==> src/verilog/i2c_axil_pkg.sv <==
// shared widths, vector types, link structs and FSM encodings for the I2C to AXI4-Lite bridge
package i2c_axil_pkg;

    // bus geometry, fixed for this subsystem
    localparam int ADDR_W = 8;
    localparam int DATA_W = 32;
    localparam int STRB_W = 4;
    localparam int REG_WORDS = 16;

    // clk samples a line must hold before a new level is taken
    localparam int FILTER_LEN = 4;

    typedef logic [ADDR_W-1:0] axil_addr_t;
    typedef logic [DATA_W-1:0] axil_data_t;
    typedef logic [STRB_W-1:0] axil_strb_t;
    typedef logic [7:0] i2c_byte_t;
    typedef logic [6:0] dev_addr_t;

    // received byte, last marks the final byte before stop or repeated start
    typedef struct packed {
        i2c_byte_t data;
        logic      last;
    } i2c_rx_t;

    // aw and w payload, issued together by the bridge
    typedef struct packed {
        axil_addr_t addr;
        axil_data_t data;
        axil_strb_t strb;
    } axil_wr_req_t;

    typedef enum logic [2:0] {
        I2C_IDLE,
        I2C_ADDR,
        I2C_ACK,
        I2C_WRITE,
        I2C_READ,
        I2C_READ_ACK
    } i2c_state_t;

    typedef enum logic [2:0] {
        BR_IDLE,
        BR_ADDR,
        BR_READ_WAIT,
        BR_READ_SEND,
        BR_WR_COLLECT,
        BR_WR_WAIT
    } bridge_state_t;

endpackage

==> src/verilog/i2c_target.sv <==
// byte-level I2C target: filters the pins, matches the device address, acks and stretches SCL
`timescale 1ns/1ps
module i2c_target (
    input  logic                    clk,
    input  logic                    rst,
    input  logic                    scl_i,
    input  logic                    sda_i,
    output logic                    scl_o,
    output logic                    sda_o,
    input  logic                    enable_i,
    input  i2c_axil_pkg::dev_addr_t device_address_i,
    output i2c_axil_pkg::i2c_rx_t   rx_o,
    output logic                    rx_valid_o,
    input  logic                    rx_ready_i,
    input  i2c_axil_pkg::i2c_byte_t tx_data_i,
    input  logic                    tx_valid_i,
    output logic                    tx_ready_o,
    output logic                    bus_active_o,
    output logic                    bus_addressed_o
);

    // index 0 is scl, index 1 is sda
    logic [1:0][i2c_axil_pkg::FILTER_LEN-1:0] hist;
    logic [1:0] line_q;
    logic [1:0] line_d;
    logic       scl;
    logic       sda;
    logic       scl_rise;
    logic       scl_fall;
    logic       start_det;
    logic       stop_det;

    i2c_axil_pkg::i2c_state_t state;
    i2c_axil_pkg::i2c_byte_t  shift;
    logic [3:0]               bit_cnt;
    // set for a read addressing
    logic                     rw;
    logic                     stretch;
    // byte held back until we know if another one follows
    i2c_axil_pkg::i2c_byte_t  pend;
    logic                     pend_valid;
    i2c_axil_pkg::i2c_byte_t  tx_buf;
    logic                     tx_full;

    // glitch filter, level only moves once all samples agree
    always_ff @(posedge clk) begin
        if (rst) begin
            hist <= '1;
            line_q <= 2'b11;
            line_d <= 2'b11;
        end else begin
            hist[0] <= {hist[0][i2c_axil_pkg::FILTER_LEN-2:0], scl_i};
            hist[1] <= {hist[1][i2c_axil_pkg::FILTER_LEN-2:0], sda_i};
            line_d <= line_q;
            for (int i = 0; i < 2; i++) begin
                if (&hist[i]) begin
                    line_q[i] <= 1'b1;
                end else if (~|hist[i]) begin
                    line_q[i] <= 1'b0;
                end
            end
        end
    end

    assign scl = line_q[0];
    assign sda = line_q[1];
    assign scl_rise = scl && !line_d[0];
    assign scl_fall = !scl && line_d[0];
    // sda moving while scl stays high
    assign start_det = scl && line_d[0] && line_d[1] && !sda;
    assign stop_det = scl && line_d[0] && !line_d[1] && sda;

    // hold scl low while waiting on the bridge
    assign scl_o = !stretch;

    always_ff @(posedge clk) begin
        if (rst) begin
            state <= i2c_axil_pkg::I2C_IDLE;
            bit_cnt <= '0;
            rw <= 1'b0;
            stretch <= 1'b0;
            pend_valid <= 1'b0;
            tx_full <= 1'b0;
            tx_ready_o <= 1'b0;
            rx_valid_o <= 1'b0;
            sda_o <= 1'b1;
            bus_active_o <= 1'b0;
            bus_addressed_o <= 1'b0;
        end else begin
            if (rx_valid_o && rx_ready_i) begin
                rx_valid_o <= 1'b0;
            end
            // next read byte parked until its slot comes
            if (tx_ready_o && tx_valid_i) begin
                tx_buf <= tx_data_i;
                tx_full <= 1'b1;
                tx_ready_o <= 1'b0;
            end

            if (start_det || stop_det) begin
                // a held byte is the last of its transfer
                if (pend_valid) begin
                    rx_o <= '{data: pend, last: 1'b1};
                    rx_valid_o <= 1'b1;
                    pend_valid <= 1'b0;
                end
                state <= start_det ? i2c_axil_pkg::I2C_ADDR : i2c_axil_pkg::I2C_IDLE;
                bit_cnt <= '0;
                sda_o <= 1'b1;
                stretch <= 1'b0;
                tx_ready_o <= 1'b0;
                tx_full <= 1'b0;
                bus_active_o <= start_det;
                bus_addressed_o <= 1'b0;
            end else begin
                case (state)
                    i2c_axil_pkg::I2C_ADDR, i2c_axil_pkg::I2C_WRITE: begin
                        if (scl_rise) begin
                            shift <= {shift[6:0], sda};
                            bit_cnt <= bit_cnt + 4'd1;
                        end
                        // first bit complete, so the held byte was not the last
                        if (scl_fall && bit_cnt == 4'd1 && pend_valid) begin
                            rx_o <= '{data: pend, last: 1'b0};
                            rx_valid_o <= 1'b1;
                            pend_valid <= 1'b0;
                        end
                        if (scl_fall && bit_cnt == 4'd8) begin
                            bit_cnt <= '0;
                            if (state == i2c_axil_pkg::I2C_WRITE) begin
                                // every written byte is acked
                                pend <= shift;
                                pend_valid <= 1'b1;
                                sda_o <= 1'b0;
                                state <= i2c_axil_pkg::I2C_ACK;
                            end else if (enable_i && shift[7:1] == device_address_i) begin
                                sda_o <= 1'b0;
                                rw <= shift[0];
                                tx_ready_o <= shift[0];
                                bus_addressed_o <= 1'b1;
                                state <= i2c_axil_pkg::I2C_ACK;
                            end else begin
                                // not us, wait for the next start
                                state <= i2c_axil_pkg::I2C_IDLE;
                            end
                        end
                    end
                    i2c_axil_pkg::I2C_ACK: begin
                        // end of ack slot, stretch until the bridge has caught up
                        if (scl_fall) begin
                            stretch <= 1'b1;
                        end
                        if (stretch && (rw ? tx_full : !rx_valid_o)) begin
                            stretch <= 1'b0;
                            tx_full <= 1'b0;
                            sda_o <= rw ? tx_buf[7] : 1'b1;
                            shift <= {tx_buf[6:0], 1'b0};
                            bit_cnt <= rw ? 4'd1 : 4'd0;
                            state <= rw ? i2c_axil_pkg::I2C_READ : i2c_axil_pkg::I2C_WRITE;
                        end
                    end
                    i2c_axil_pkg::I2C_READ: begin
                        if (scl_fall) begin
                            if (bit_cnt == 4'd8) begin
                                // release sda for the controller's ack
                                sda_o <= 1'b1;
                                state <= i2c_axil_pkg::I2C_READ_ACK;
                            end else begin
                                sda_o <= shift[7];
                                shift <= {shift[6:0], 1'b0};
                                bit_cnt <= bit_cnt + 4'd1;
                            end
                        end
                    end
                    i2c_axil_pkg::I2C_READ_ACK: begin
                        if (scl_rise) begin
                            if (!sda) begin
                                // ack, another byte wanted
                                tx_ready_o <= 1'b1;
                                state <= i2c_axil_pkg::I2C_ACK;
                            end else begin
                                state <= i2c_axil_pkg::I2C_IDLE;
                            end
                        end
                    end
                    default: begin
                        state <= i2c_axil_pkg::I2C_IDLE;
                    end
                endcase
            end
        end
    end

endmodule

==> src/verilog/i2c_axil_bridge.sv <==
// bridge FSM: turns the I2C byte stream into coalesced AXI4-Lite word reads and writes
`timescale 1ns/1ps
module i2c_axil_bridge (
    input  logic                       clk,
    input  logic                       rst,
    input  i2c_axil_pkg::i2c_rx_t      rx_i,
    input  logic                       rx_valid_i,
    output logic                       rx_ready_o,
    output i2c_axil_pkg::i2c_byte_t    tx_data_o,
    output logic                       tx_valid_o,
    input  logic                       tx_ready_i,
    input  logic                       bus_addressed_i,
    output i2c_axil_pkg::axil_wr_req_t wr_req_o,
    output logic                       awvalid_o,
    output logic                       wvalid_o,
    input  logic                       awready_i,
    input  logic                       wready_i,
    input  logic                       bvalid_i,
    output logic                       bready_o,
    output i2c_axil_pkg::axil_addr_t   araddr_o,
    output logic                       arvalid_o,
    input  logic                       arready_i,
    input  i2c_axil_pkg::axil_data_t   rdata_i,
    input  logic                       rvalid_i,
    output logic                       rready_o,
    output logic                       busy_o
);

    i2c_axil_pkg::bridge_state_t state;
    // byte pointer into the register space
    i2c_axil_pkg::axil_addr_t    ptr;
    i2c_axil_pkg::axil_addr_t    word_addr;
    i2c_axil_pkg::axil_addr_t    next_ptr;
    // current byte lane within the word
    logic [$clog2(i2c_axil_pkg::STRB_W)-1:0] lane;
    logic                        last_q;
    i2c_axil_pkg::axil_data_t    rd_word;

    assign word_addr = ptr & ~i2c_axil_pkg::axil_addr_t'(i2c_axil_pkg::STRB_W - 1);
    assign next_ptr = word_addr + i2c_axil_pkg::axil_addr_t'(i2c_axil_pkg::STRB_W);

    assign rx_ready_o = (state == i2c_axil_pkg::BR_ADDR) ||
                        (state == i2c_axil_pkg::BR_WR_COLLECT);
    assign bready_o = state == i2c_axil_pkg::BR_WR_WAIT;
    assign rready_o = state == i2c_axil_pkg::BR_READ_WAIT;
    assign araddr_o = word_addr;
    assign busy_o = state != i2c_axil_pkg::BR_IDLE;

    always_ff @(posedge clk) begin
        if (rst) begin
            state <= i2c_axil_pkg::BR_IDLE;
            ptr <= '0;
            lane <= '0;
            last_q <= 1'b0;
            awvalid_o <= 1'b0;
            wvalid_o <= 1'b0;
            arvalid_o <= 1'b0;
            tx_valid_o <= 1'b0;
        end else begin
            // address channels drop independently on their ready
            if (awready_i) begin
                awvalid_o <= 1'b0;
            end
            if (wready_i) begin
                wvalid_o <= 1'b0;
            end
            if (arready_i) begin
                arvalid_o <= 1'b0;
            end

            case (state)
                i2c_axil_pkg::BR_IDLE: begin
                    // a byte means write, tx_ready means read
                    if (rx_valid_i) begin
                        state <= i2c_axil_pkg::BR_ADDR;
                    end else if (tx_ready_i) begin
                        arvalid_o <= 1'b1;
                        state <= i2c_axil_pkg::BR_READ_WAIT;
                    end
                end
                i2c_axil_pkg::BR_ADDR: begin
                    // first byte of a write sets the pointer
                    if (rx_valid_i) begin
                        ptr <= rx_i.data;
                        lane <= rx_i.data[$bits(lane)-1:0];
                        wr_req_o.data <= '0;
                        wr_req_o.strb <= '0;
                        if (rx_i.last) begin
                            state <= i2c_axil_pkg::BR_IDLE;
                        end else begin
                            state <= i2c_axil_pkg::BR_WR_COLLECT;
                        end
                    end
                end
                i2c_axil_pkg::BR_WR_COLLECT: begin
                    if (rx_valid_i) begin
                        wr_req_o.data[8*lane +: 8] <= rx_i.data;
                        wr_req_o.strb[lane] <= 1'b1;
                        lane <= lane + 1'b1;
                        last_q <= rx_i.last;
                        // full word or end of transfer, issue aw and w
                        if (&lane || rx_i.last) begin
                            wr_req_o.addr <= word_addr;
                            awvalid_o <= 1'b1;
                            wvalid_o <= 1'b1;
                            state <= i2c_axil_pkg::BR_WR_WAIT;
                        end
                    end
                end
                i2c_axil_pkg::BR_WR_WAIT: begin
                    if (bvalid_i) begin
                        ptr <= next_ptr;
                        // unwritten lanes go out as zero with no strobe
                        wr_req_o.data <= '0;
                        wr_req_o.strb <= '0;
                        if (last_q) begin
                            state <= i2c_axil_pkg::BR_IDLE;
                        end else begin
                            state <= i2c_axil_pkg::BR_WR_COLLECT;
                        end
                    end
                end
                i2c_axil_pkg::BR_READ_WAIT: begin
                    if (rvalid_i) begin
                        rd_word <= rdata_i;
                        lane <= ptr[$bits(lane)-1:0];
                        ptr <= next_ptr;
                        state <= i2c_axil_pkg::BR_READ_SEND;
                    end
                end
                i2c_axil_pkg::BR_READ_SEND: begin
                    // stop, repeated start or a write ends the read
                    if (rx_valid_i || !bus_addressed_i) begin
                        tx_valid_o <= 1'b0;
                        state <= i2c_axil_pkg::BR_IDLE;
                    end else if (tx_valid_o) begin
                        if (tx_ready_i) begin
                            tx_valid_o <= 1'b0;
                            lane <= lane + 1'b1;
                            // lane 3 sent, next word fetched on demand
                            if (&lane) begin
                                state <= i2c_axil_pkg::BR_IDLE;
                            end
                        end
                    end else begin
                        tx_data_o <= rd_word[8*lane +: 8];
                        tx_valid_o <= 1'b1;
                    end
                end
                default: begin
                    state <= i2c_axil_pkg::BR_IDLE;
                end
            endcase
        end
    end

endmodule

==> src/verilog/axil_regfile.sv <==
// AXI4-Lite target with 16 word registers and byte strobes, the bus end of the bridge
`timescale 1ns/1ps
module axil_regfile (
    input  logic                       clk,
    input  logic                       rst,
    input  i2c_axil_pkg::axil_wr_req_t wr_req_i,
    input  logic                       awvalid_i,
    input  logic                       wvalid_i,
    output logic                       awready_o,
    output logic                       wready_o,
    output logic                       bvalid_o,
    input  logic                       bready_i,
    input  i2c_axil_pkg::axil_addr_t   araddr_i,
    input  logic                       arvalid_i,
    output logic                       arready_o,
    output i2c_axil_pkg::axil_data_t   rdata_o,
    output logic                       rvalid_o,
    input  logic                       rready_i
);

    i2c_axil_pkg::axil_data_t mem [i2c_axil_pkg::REG_WORDS];
    // word index from address bits 5..2, upper bits wrap
    logic [$clog2(i2c_axil_pkg::REG_WORDS)-1:0] wr_idx;
    logic [$clog2(i2c_axil_pkg::REG_WORDS)-1:0] rd_idx;
    logic                                       wr_accept;
    logic                                       rd_accept;

    assign wr_idx = wr_req_i.addr[$clog2(i2c_axil_pkg::STRB_W) +:
                                  $clog2(i2c_axil_pkg::REG_WORDS)];
    assign rd_idx = araddr_i[$clog2(i2c_axil_pkg::STRB_W) +:
                             $clog2(i2c_axil_pkg::REG_WORDS)];

    // aw and w only together, one access in flight per direction
    assign wr_accept = awvalid_i && wvalid_i && !awready_o && !bvalid_o;
    assign rd_accept = arvalid_i && !arready_o && !rvalid_o;

    always_ff @(posedge clk) begin
        if (rst) begin
            awready_o <= 1'b0;
            wready_o <= 1'b0;
            bvalid_o <= 1'b0;
            arready_o <= 1'b0;
            rvalid_o <= 1'b0;
            for (int i = 0; i < i2c_axil_pkg::REG_WORDS; i++) begin
                mem[i] <= '0;
            end
        end else begin
            awready_o <= wr_accept;
            wready_o <= wr_accept;
            // write lands during the ready pulse, response next cycle
            if (awready_o) begin
                for (int i = 0; i < i2c_axil_pkg::STRB_W; i++) begin
                    if (wr_req_i.strb[i]) begin
                        mem[wr_idx][8*i +: 8] <= wr_req_i.data[8*i +: 8];
                    end
                end
                bvalid_o <= 1'b1;
            end else if (bready_i) begin
                bvalid_o <= 1'b0;
            end

            arready_o <= rd_accept;
            if (arready_o) begin
                rdata_o <= mem[rd_idx];
                rvalid_o <= 1'b1;
            end else if (rready_i) begin
                rvalid_o <= 1'b0;
            end
        end
    end

endmodule

==> src/verilog/i2c_axil_top.sv <==
// top level of the I2C register access subsystem: target, bridge and register file
`timescale 1ns/1ps
module i2c_axil_top (
    input  logic                    clk,
    input  logic                    rst,
    input  logic                    scl_i,
    input  logic                    sda_i,
    output logic                    scl_o,
    output logic                    sda_o,
    input  logic                    enable_i,
    input  i2c_axil_pkg::dev_addr_t device_address_i,
    output logic                    busy_o,
    output logic                    bus_active_o,
    output logic                    bus_addressed_o
);

    // byte links between target and bridge
    i2c_axil_pkg::i2c_rx_t      rx;
    logic                       rx_valid;
    logic                       rx_ready;
    i2c_axil_pkg::i2c_byte_t    tx_data;
    logic                       tx_valid;
    logic                       tx_ready;

    // AXI4-Lite between bridge and register file
    i2c_axil_pkg::axil_wr_req_t wr_req;
    logic                       awvalid;
    logic                       wvalid;
    logic                       awready;
    logic                       wready;
    logic                       bvalid;
    logic                       bready;
    i2c_axil_pkg::axil_addr_t   araddr;
    logic                       arvalid;
    logic                       arready;
    i2c_axil_pkg::axil_data_t   rdata;
    logic                       rvalid;
    logic                       rready;

    i2c_target i_i2c_target (
        .clk              (clk),
        .rst              (rst),
        .scl_i            (scl_i),
        .sda_i            (sda_i),
        .scl_o            (scl_o),
        .sda_o            (sda_o),
        .enable_i         (enable_i),
        .device_address_i (device_address_i),
        .rx_o             (rx),
        .rx_valid_o       (rx_valid),
        .rx_ready_i       (rx_ready),
        .tx_data_i        (tx_data),
        .tx_valid_i       (tx_valid),
        .tx_ready_o       (tx_ready),
        .bus_active_o     (bus_active_o),
        .bus_addressed_o  (bus_addressed_o)
    );

    i2c_axil_bridge i_i2c_axil_bridge (
        .clk             (clk),
        .rst             (rst),
        .rx_i            (rx),
        .rx_valid_i      (rx_valid),
        .rx_ready_o      (rx_ready),
        .tx_data_o       (tx_data),
        .tx_valid_o      (tx_valid),
        .tx_ready_i      (tx_ready),
        .bus_addressed_i (bus_addressed_o),
        .wr_req_o        (wr_req),
        .awvalid_o       (awvalid),
        .wvalid_o        (wvalid),
        .awready_i       (awready),
        .wready_i        (wready),
        .bvalid_i        (bvalid),
        .bready_o        (bready),
        .araddr_o        (araddr),
        .arvalid_o       (arvalid),
        .arready_i       (arready),
        .rdata_i         (rdata),
        .rvalid_i        (rvalid),
        .rready_o        (rready),
        .busy_o          (busy_o)
    );

    axil_regfile i_axil_regfile (
        .clk       (clk),
        .rst       (rst),
        .wr_req_i  (wr_req),
        .awvalid_i (awvalid),
        .wvalid_i  (wvalid),
        .awready_o (awready),
        .wready_o  (wready),
        .bvalid_o  (bvalid),
        .bready_i  (bready),
        .araddr_i  (araddr),
        .arvalid_i (arvalid),
        .arready_o (arready),
        .rdata_o   (rdata),
        .rvalid_o  (rvalid),
        .rready_i  (rready)
    );

endmodule

==> config.mk <==
export PLATFORM = sky130hd
export DESIGN_NAME = i2c_axil_top
export DESIGN_NICKNAME = d
export VERILOG_FILES = /design/src/verilog/i2c_axil_pkg.sv /design/src/verilog/i2c_target.sv /design/src/verilog/i2c_axil_bridge.sv /design/src/verilog/axil_regfile.sv /design/src/verilog/i2c_axil_top.sv
export SDC_FILE = /design/constraint.sdc
export NUM_CORES = 1
export LEC_CHECK = 0
export BUFFER_PORTS_ARGS = -buffer_cell sky130_fd_sc_hd__buf_2
export CAP_MARGIN = 10
export CORE_AREA = 4 4 260 262
export DETAILED_ROUTE_END_ITERATION = 8
export DIE_AREA = 0 0 264 266
export HOLD_SLACK_MARGIN = 0.12
export PLACE_DENSITY = 0.6
export SLEW_MARGIN = 20
export SYNTH_ARGS = -nofsm -noshare
export SYNTH_HDL_FRONTEND = slang
export SYNTH_SLANG_ARGS = --single-unit
==> constraint.sdc <==
create_clock -name clk -period 6.38 [get_ports clk]
set_input_delay 1.595 -clock clk [delete_from_list [all_inputs] [get_ports clk]]
set_output_delay 1.595 -clock clk [all_outputs]
set_load 0.02 [all_outputs]
# --- Word level (Yosys, flattened, before mapping) ---
# Memory sizes are Yosys's and may differ from the RTL's. A register that Yosys moved wholly into a read port is not among the register bits.
# Cells that the tools add are included.
# Widths: inputs -> output; s select.
word_totals:
  regBits: 163
  ram_bits: 512
  input_bits: 12
  out_inout_bits: 5
  memories: 1
op_classes:
  addsub: 4
  magnitude_cmp: 2
  eq_ne: 38
  shift: 3
  n_mux: 129
  bitwise: 6
  n_reduce_logical: 75
mem_list:
  columns: ["memory", "depth", "width", "read_ports", "rd_ports_with_merged_regs", "wr", "line_no", "source"]
  rows:
  - ["i_axil_regfile.mem", 16, 32, 1, 1, 16, "axil_regfile.sv:21", "i2c_axil_pkg::axil_data_t mem [i2c_axil_pkg::REG_WORDS];"]
ops:
  columns: ["cell", "n"]
  rows:
  - ["$mux 36", 3]
  - ["$pmux 36 s3", 1]
  - ["$mux 1", 67]
  - ["$mux 3", 21]
  - ["$mux 8", 7]
  - ["$pmux 8 s3", 2]
  - ["$mux 9", 4]
  - ["$neg 5->34", 1]
  - ["$shift 8x34->32 const A", 1]
  - ["$shiftx 8x34->32", 1]
  - ["$bwmux 32", 1]
  - ["$mux 32", 1]
  - ["$reduce_or 32->1", 1]
  - ["$shiftx 32x6->8", 1]
  - ["$reduce_and 5->1", 6]
  - ["$mux 4", 7]
  - ["$reduce_and 4->1", 7]
  - ["$ne 3x1->1 const B", 9]
  - ["$logic_and 1x1->1", 20]
  - ["$pmux 3 s6", 1]
  - ["$mux 2", 8]
  - ["$ne 2x1->1 const B", 8]
  - ["$reduce_and 7->1", 2]
  - ["$eq 3x2->1 const B", 4]
  - ["other kinds (32)", 73]

# --- Depth between registers and ports, before layout ---
depth:
  ltp_word: 7
  depth_mapped: 7
  ltp_nobuf: 7

# --- Cells and area by module ---
# A second synthesis with hierarchy kept.
unflattened:
  cells_unflattened: 2177
  area_unflattened_um2: 30701.9
modules_own_cells:
  columns: ["module", "n_inst", "cells_each", "area_each_um2"]
  rows:
  - ["axil_regfile", 1, 1574, 23417.5]
  - ["i2c_axil_bridge", 1, 386, 4650.7]
  - ["i2c_target", 1, 217, 2633.8]

# --- Worst setup path before layout ---
# No wires, ideal clock.
synth_timing:
  kind: "input-to-reg"
  from: "input rst"
  to: "register i_i2c_axil_bridge.wr_req_o[0] (netlist bit), enable pin"
  setup_ns: 0.474
  arrival_ns: 4.522
  setup_slack_ns: 1.384
  path_stages: 3
  n_path_buf: 2
  cell_sequence: "clkbuf_1 -> buf_1 -> nor3_1"
synth_between:
  elab_chain_len: 2
synth_lines:
  columns: ["element", "line_no", "source"]
  rows:
  - ["start, declared", "i2c_axil_top.sv:5", "input logic rst,"]
  - ["$not 1->1 (no source line)", null, null]
  - ["$reduce_and 5->1 (no source line)", null, null]
  - ["end, declared", "i2c_axil_bridge.sv:13", "output i2c_axil_pkg::axil_wr_req_t wr_req_o,"]
# Every way passes these cells.
# A chain may end at the register's enable or synchronous reset.

==> flow_metrics.py <==
metrics = {
    "outcome": {
        "outcome": "completed",
    },
    "logic_synthesis": {
        "ys_types": 60,
        "ys_seq_elements": 705,
        "ys_warn_count": 0,
        "synthArstFlopShare_pct": 0,
        "synthCells": 2030,
        "synth_edf_count": 657,
        "synth_area_sq_um": 31200,
        "ys_seq_area_share_pct": 66.4,
        "ys_dominant_reg_cell": "edfxtp_1",
        "syn_area_per_cell_sq_um": 15.3,
        "syn_nets": 2054,
    },
    "setup_path": {
        "r2r-start": "i_axil_regfile.awready_o",
        "r2r-end": "i_axil_regfile.mem[12][5]",
        "cp.required_ns": 6.60,
        "endpoint_kind": "flop",
        "crit_path_max_fanout": 18,
        "worstPathArrival_ns": 4.29,
        "startpoint_type": "input pin",
        "r2r_slack_ns": 2.96,
        "r2r_cells": 4,
        "critPathKind": "input pin to flop",
    },
    "routing": {
        "final_antenna_net_count": 0,
        "routedWlPerCell_um": 26.2,
        "via_count": 17100,
        "drt-total-wl_mm": 77.1,
        "route.detailed.drc": 0,
        "drt-initial-drc-count": 1825,
        "via_per_inst": 5.82,
        "dr.pass1.iters": 5,
    },
    "sta": {
        "setup_violations": 0,
        "clock.fmax_mhz": 246,
        "fin_skew_ns": 0.0274,
        "fin_ws_ns": 2.31,
        "drv_slew": 0,
        "min_period_ns": 4.07,
        "rsz0062_at_grt": "no",
        "totalNegativeSetupSlack_ns": 0,
        "tightest_slew_ns": 1.10,
        "hold_slack_ns": 0.414,
        "hold_viol_final": 0,
        "post-route-period-util_pct": 63.8,
        "slew_headroom_pct": 26.0,
    },
    "floorplan": {
        "io-pin-count": 17,
        "start_util_pct": 47.6,
        "die_area_sq_um": 70200,
        "num_rows": 94,
        "placeableCoreArea_sq_um": 65400,
        "die_h_um": 266,
        "die_x_um": 264,
    },
    "finish": {
        "fin_cells": 2946,
        "diodes": 0,
        "areaGrowthSynthToFinish_pct": 10.0,
        "final_common_cell": "edfxtp_1",
        "seqCellArea_sq_um": 20700,
        "most-common-layout-cells": "edfxtp_1, and2_1, mux4_2, nor2_1, clkbuf_16",
        "nNetsFinal": 2050,
        "layout-drive-gt1-share_pct": 15.8,
        "fillers": 5383,
        "multi_input_area_sq_um": 9940,
        "postLayoutCellArea_sq_um": 34300,
    },
    "global_route": {
        "grt_usage_pct": 22.1,
        "first_global_vias": 17100,
        "grt-ovfl-total": 0,
        "grt_start_max_net_pins": 102,
        "grt_pass1_wl_mm": 115,
        "antenna_found_initial": 2,
    },
    "clock_tree": {
        "clk_root_buffer_cell": "clkbuf_16",
        "htree_levels": 3,
        "post_cts_resized": 0,
        "cts_buffers": 75,
        "cts_hold_buf": 0,
        "clock_latency_ns": 0.63,
        "clockBufferDepth": 3,
        "postCtsSetupBuffers": 0,
        "cts_tree": "built",
        "clk_pin_slew_ns": 0.06,
        "clock_sinks": 705,
    },
    "placement": {
        "portBuffers": 16,
        "place_area_sq_um": 32000,
        "place_ws_ns": 1.68,
        "place_hpwl_mm": 49.6,
        "gp_congestion": 0.823,
        "dp.cells": 2813,
    },
    "job": {
        "drv.max_cap_violation_count": 0,
    },
    "power_and_ir_drop": {
        "power.density_nw_per_um2": 326,
        "power.leakage_uw": 0.0111,
        "ir_worst_vdd_uv": 212,
    },
    "min_path": {
        "min_path_cells": 0,
        "min_path_type": "flop to flop",
        "hold_end": "i_i2c_target.tx_buf[1]",
        "hold_path_startpoint": "i_i2c_axil_bridge.tx_data_o[1]",
    },
}
-- flip-flops by register name, summed over array words and instances (netlist names), 2 cells and up --
name                         count
i_i2c_target.line_q              2
i_i2c_target.shift               8
i_i2c_axil_bridge.rd_word       32
i_i2c_target.line_d              2
i_i2c_target.tx_buf              8
i_i2c_axil_bridge.ptr            6
i_i2c_target.state               3
i_i2c_target.rx_o                9
i_i2c_axil_bridge.state          3
i_i2c_axil_bridge.wr_req_o      40
i_i2c_axil_bridge.lane           2
i_i2c_axil_bridge.tx_data_o      8
i_axil_regfile.mem             512
i_i2c_target.hist                8
i_i2c_target.pend                8
i_axil_regfile.rdata_o          32
i_i2c_target.bit_cnt             4
-- where the power goes --
part / internal, uW / total [uW] / switching, uW
clock network: 2420 / 4170 / 1760
registers: 5260 / 5510 / 245
logic: 807 / 1490 / 680
total: 8490 / 11200 / 2680
-- worst max path at each step --
stage	startpoint	endpoint	slack (ns)
global placement	rst	i_axil_regfile.mem[14][17]	1.70
finish	rst	i_axil_regfile.mem[12][5]	2.31
global route	rst	i_axil_regfile.mem[12][22]	2.24
floorplan	rst	i_i2c_axil_bridge.wr_req_o[0]	1.38
detailed placement	rst	i_axil_regfile.mem[1][7]	1.68
CTS	rst	i_axil_regfile.mem[1][7]	2.33
-- Yosys cell counts, types with 12 or more instances --
cell	count	share of area, %
clkbuf_1	76	0.92
dfxtp_1	48	3.1
mux4_2	168	12
and2_1	513	10
edfxtp_1	657	63
ha_1	12	0.48
nand3_1	16	0.26
o21ai_0	75	1.2
nor2_1	130	1.6
inv_1	12	0.14
nor2b_1	48	0.96
a21oi_1	56	0.90
buf_1	12	0.14
nand2_1	41	0.49
nor3_1	13	0.21
-- routing by layer --
layer  global-route usage [%]  wire length (um)  vias up
li1                         -                 -     7578
met1                     31.7             32700     8814
met2                     35.5             37000      643
met3                     3.24              5250      111
met4                     6.91              2160        0
met5                        0                 0        -
-- cell families after synthesis --
| logic type | share of synthesized area, % |
|---|---|
| AOI/OAI and AO/OA | 3.50 |
| xor gates and xnor gates | 0.253 |
| adders and majority gates | 0.482 |
| buffers and inverters | 1.74 |
| DFF | 66.4 |
| muxes | 12.5 |
| and+or+nand+nor | 15.1 |
-- area by class of cell --
type	count	area share (%)
multi-input cells	1204	29.0
inverters	12	0.131
clock buffers	97	5.84
clock inverters	36	0.942
repair buffers	28	0.533
flip-flops and latches	705	60.4
well taps	864	3.15
-- critical path, cell delays in order --
cell     delay [ns]
buf_2          0.12
nor2b_1        0.66
nand2_1        0.62
buf_4          0.39
o21ai_0        0.87
-- per-stage QoR --
step | utilization, % | power (uW)
detailed placement | 48.9 | 7110
finish | 52.4 | 11200
global route | 52.4 | 11600
global placement | 48.9 | 7090
floorplan | - | 6660
CTS | 52.4 | 11300
Note: power is estimated with default switching activity, not from simulation.
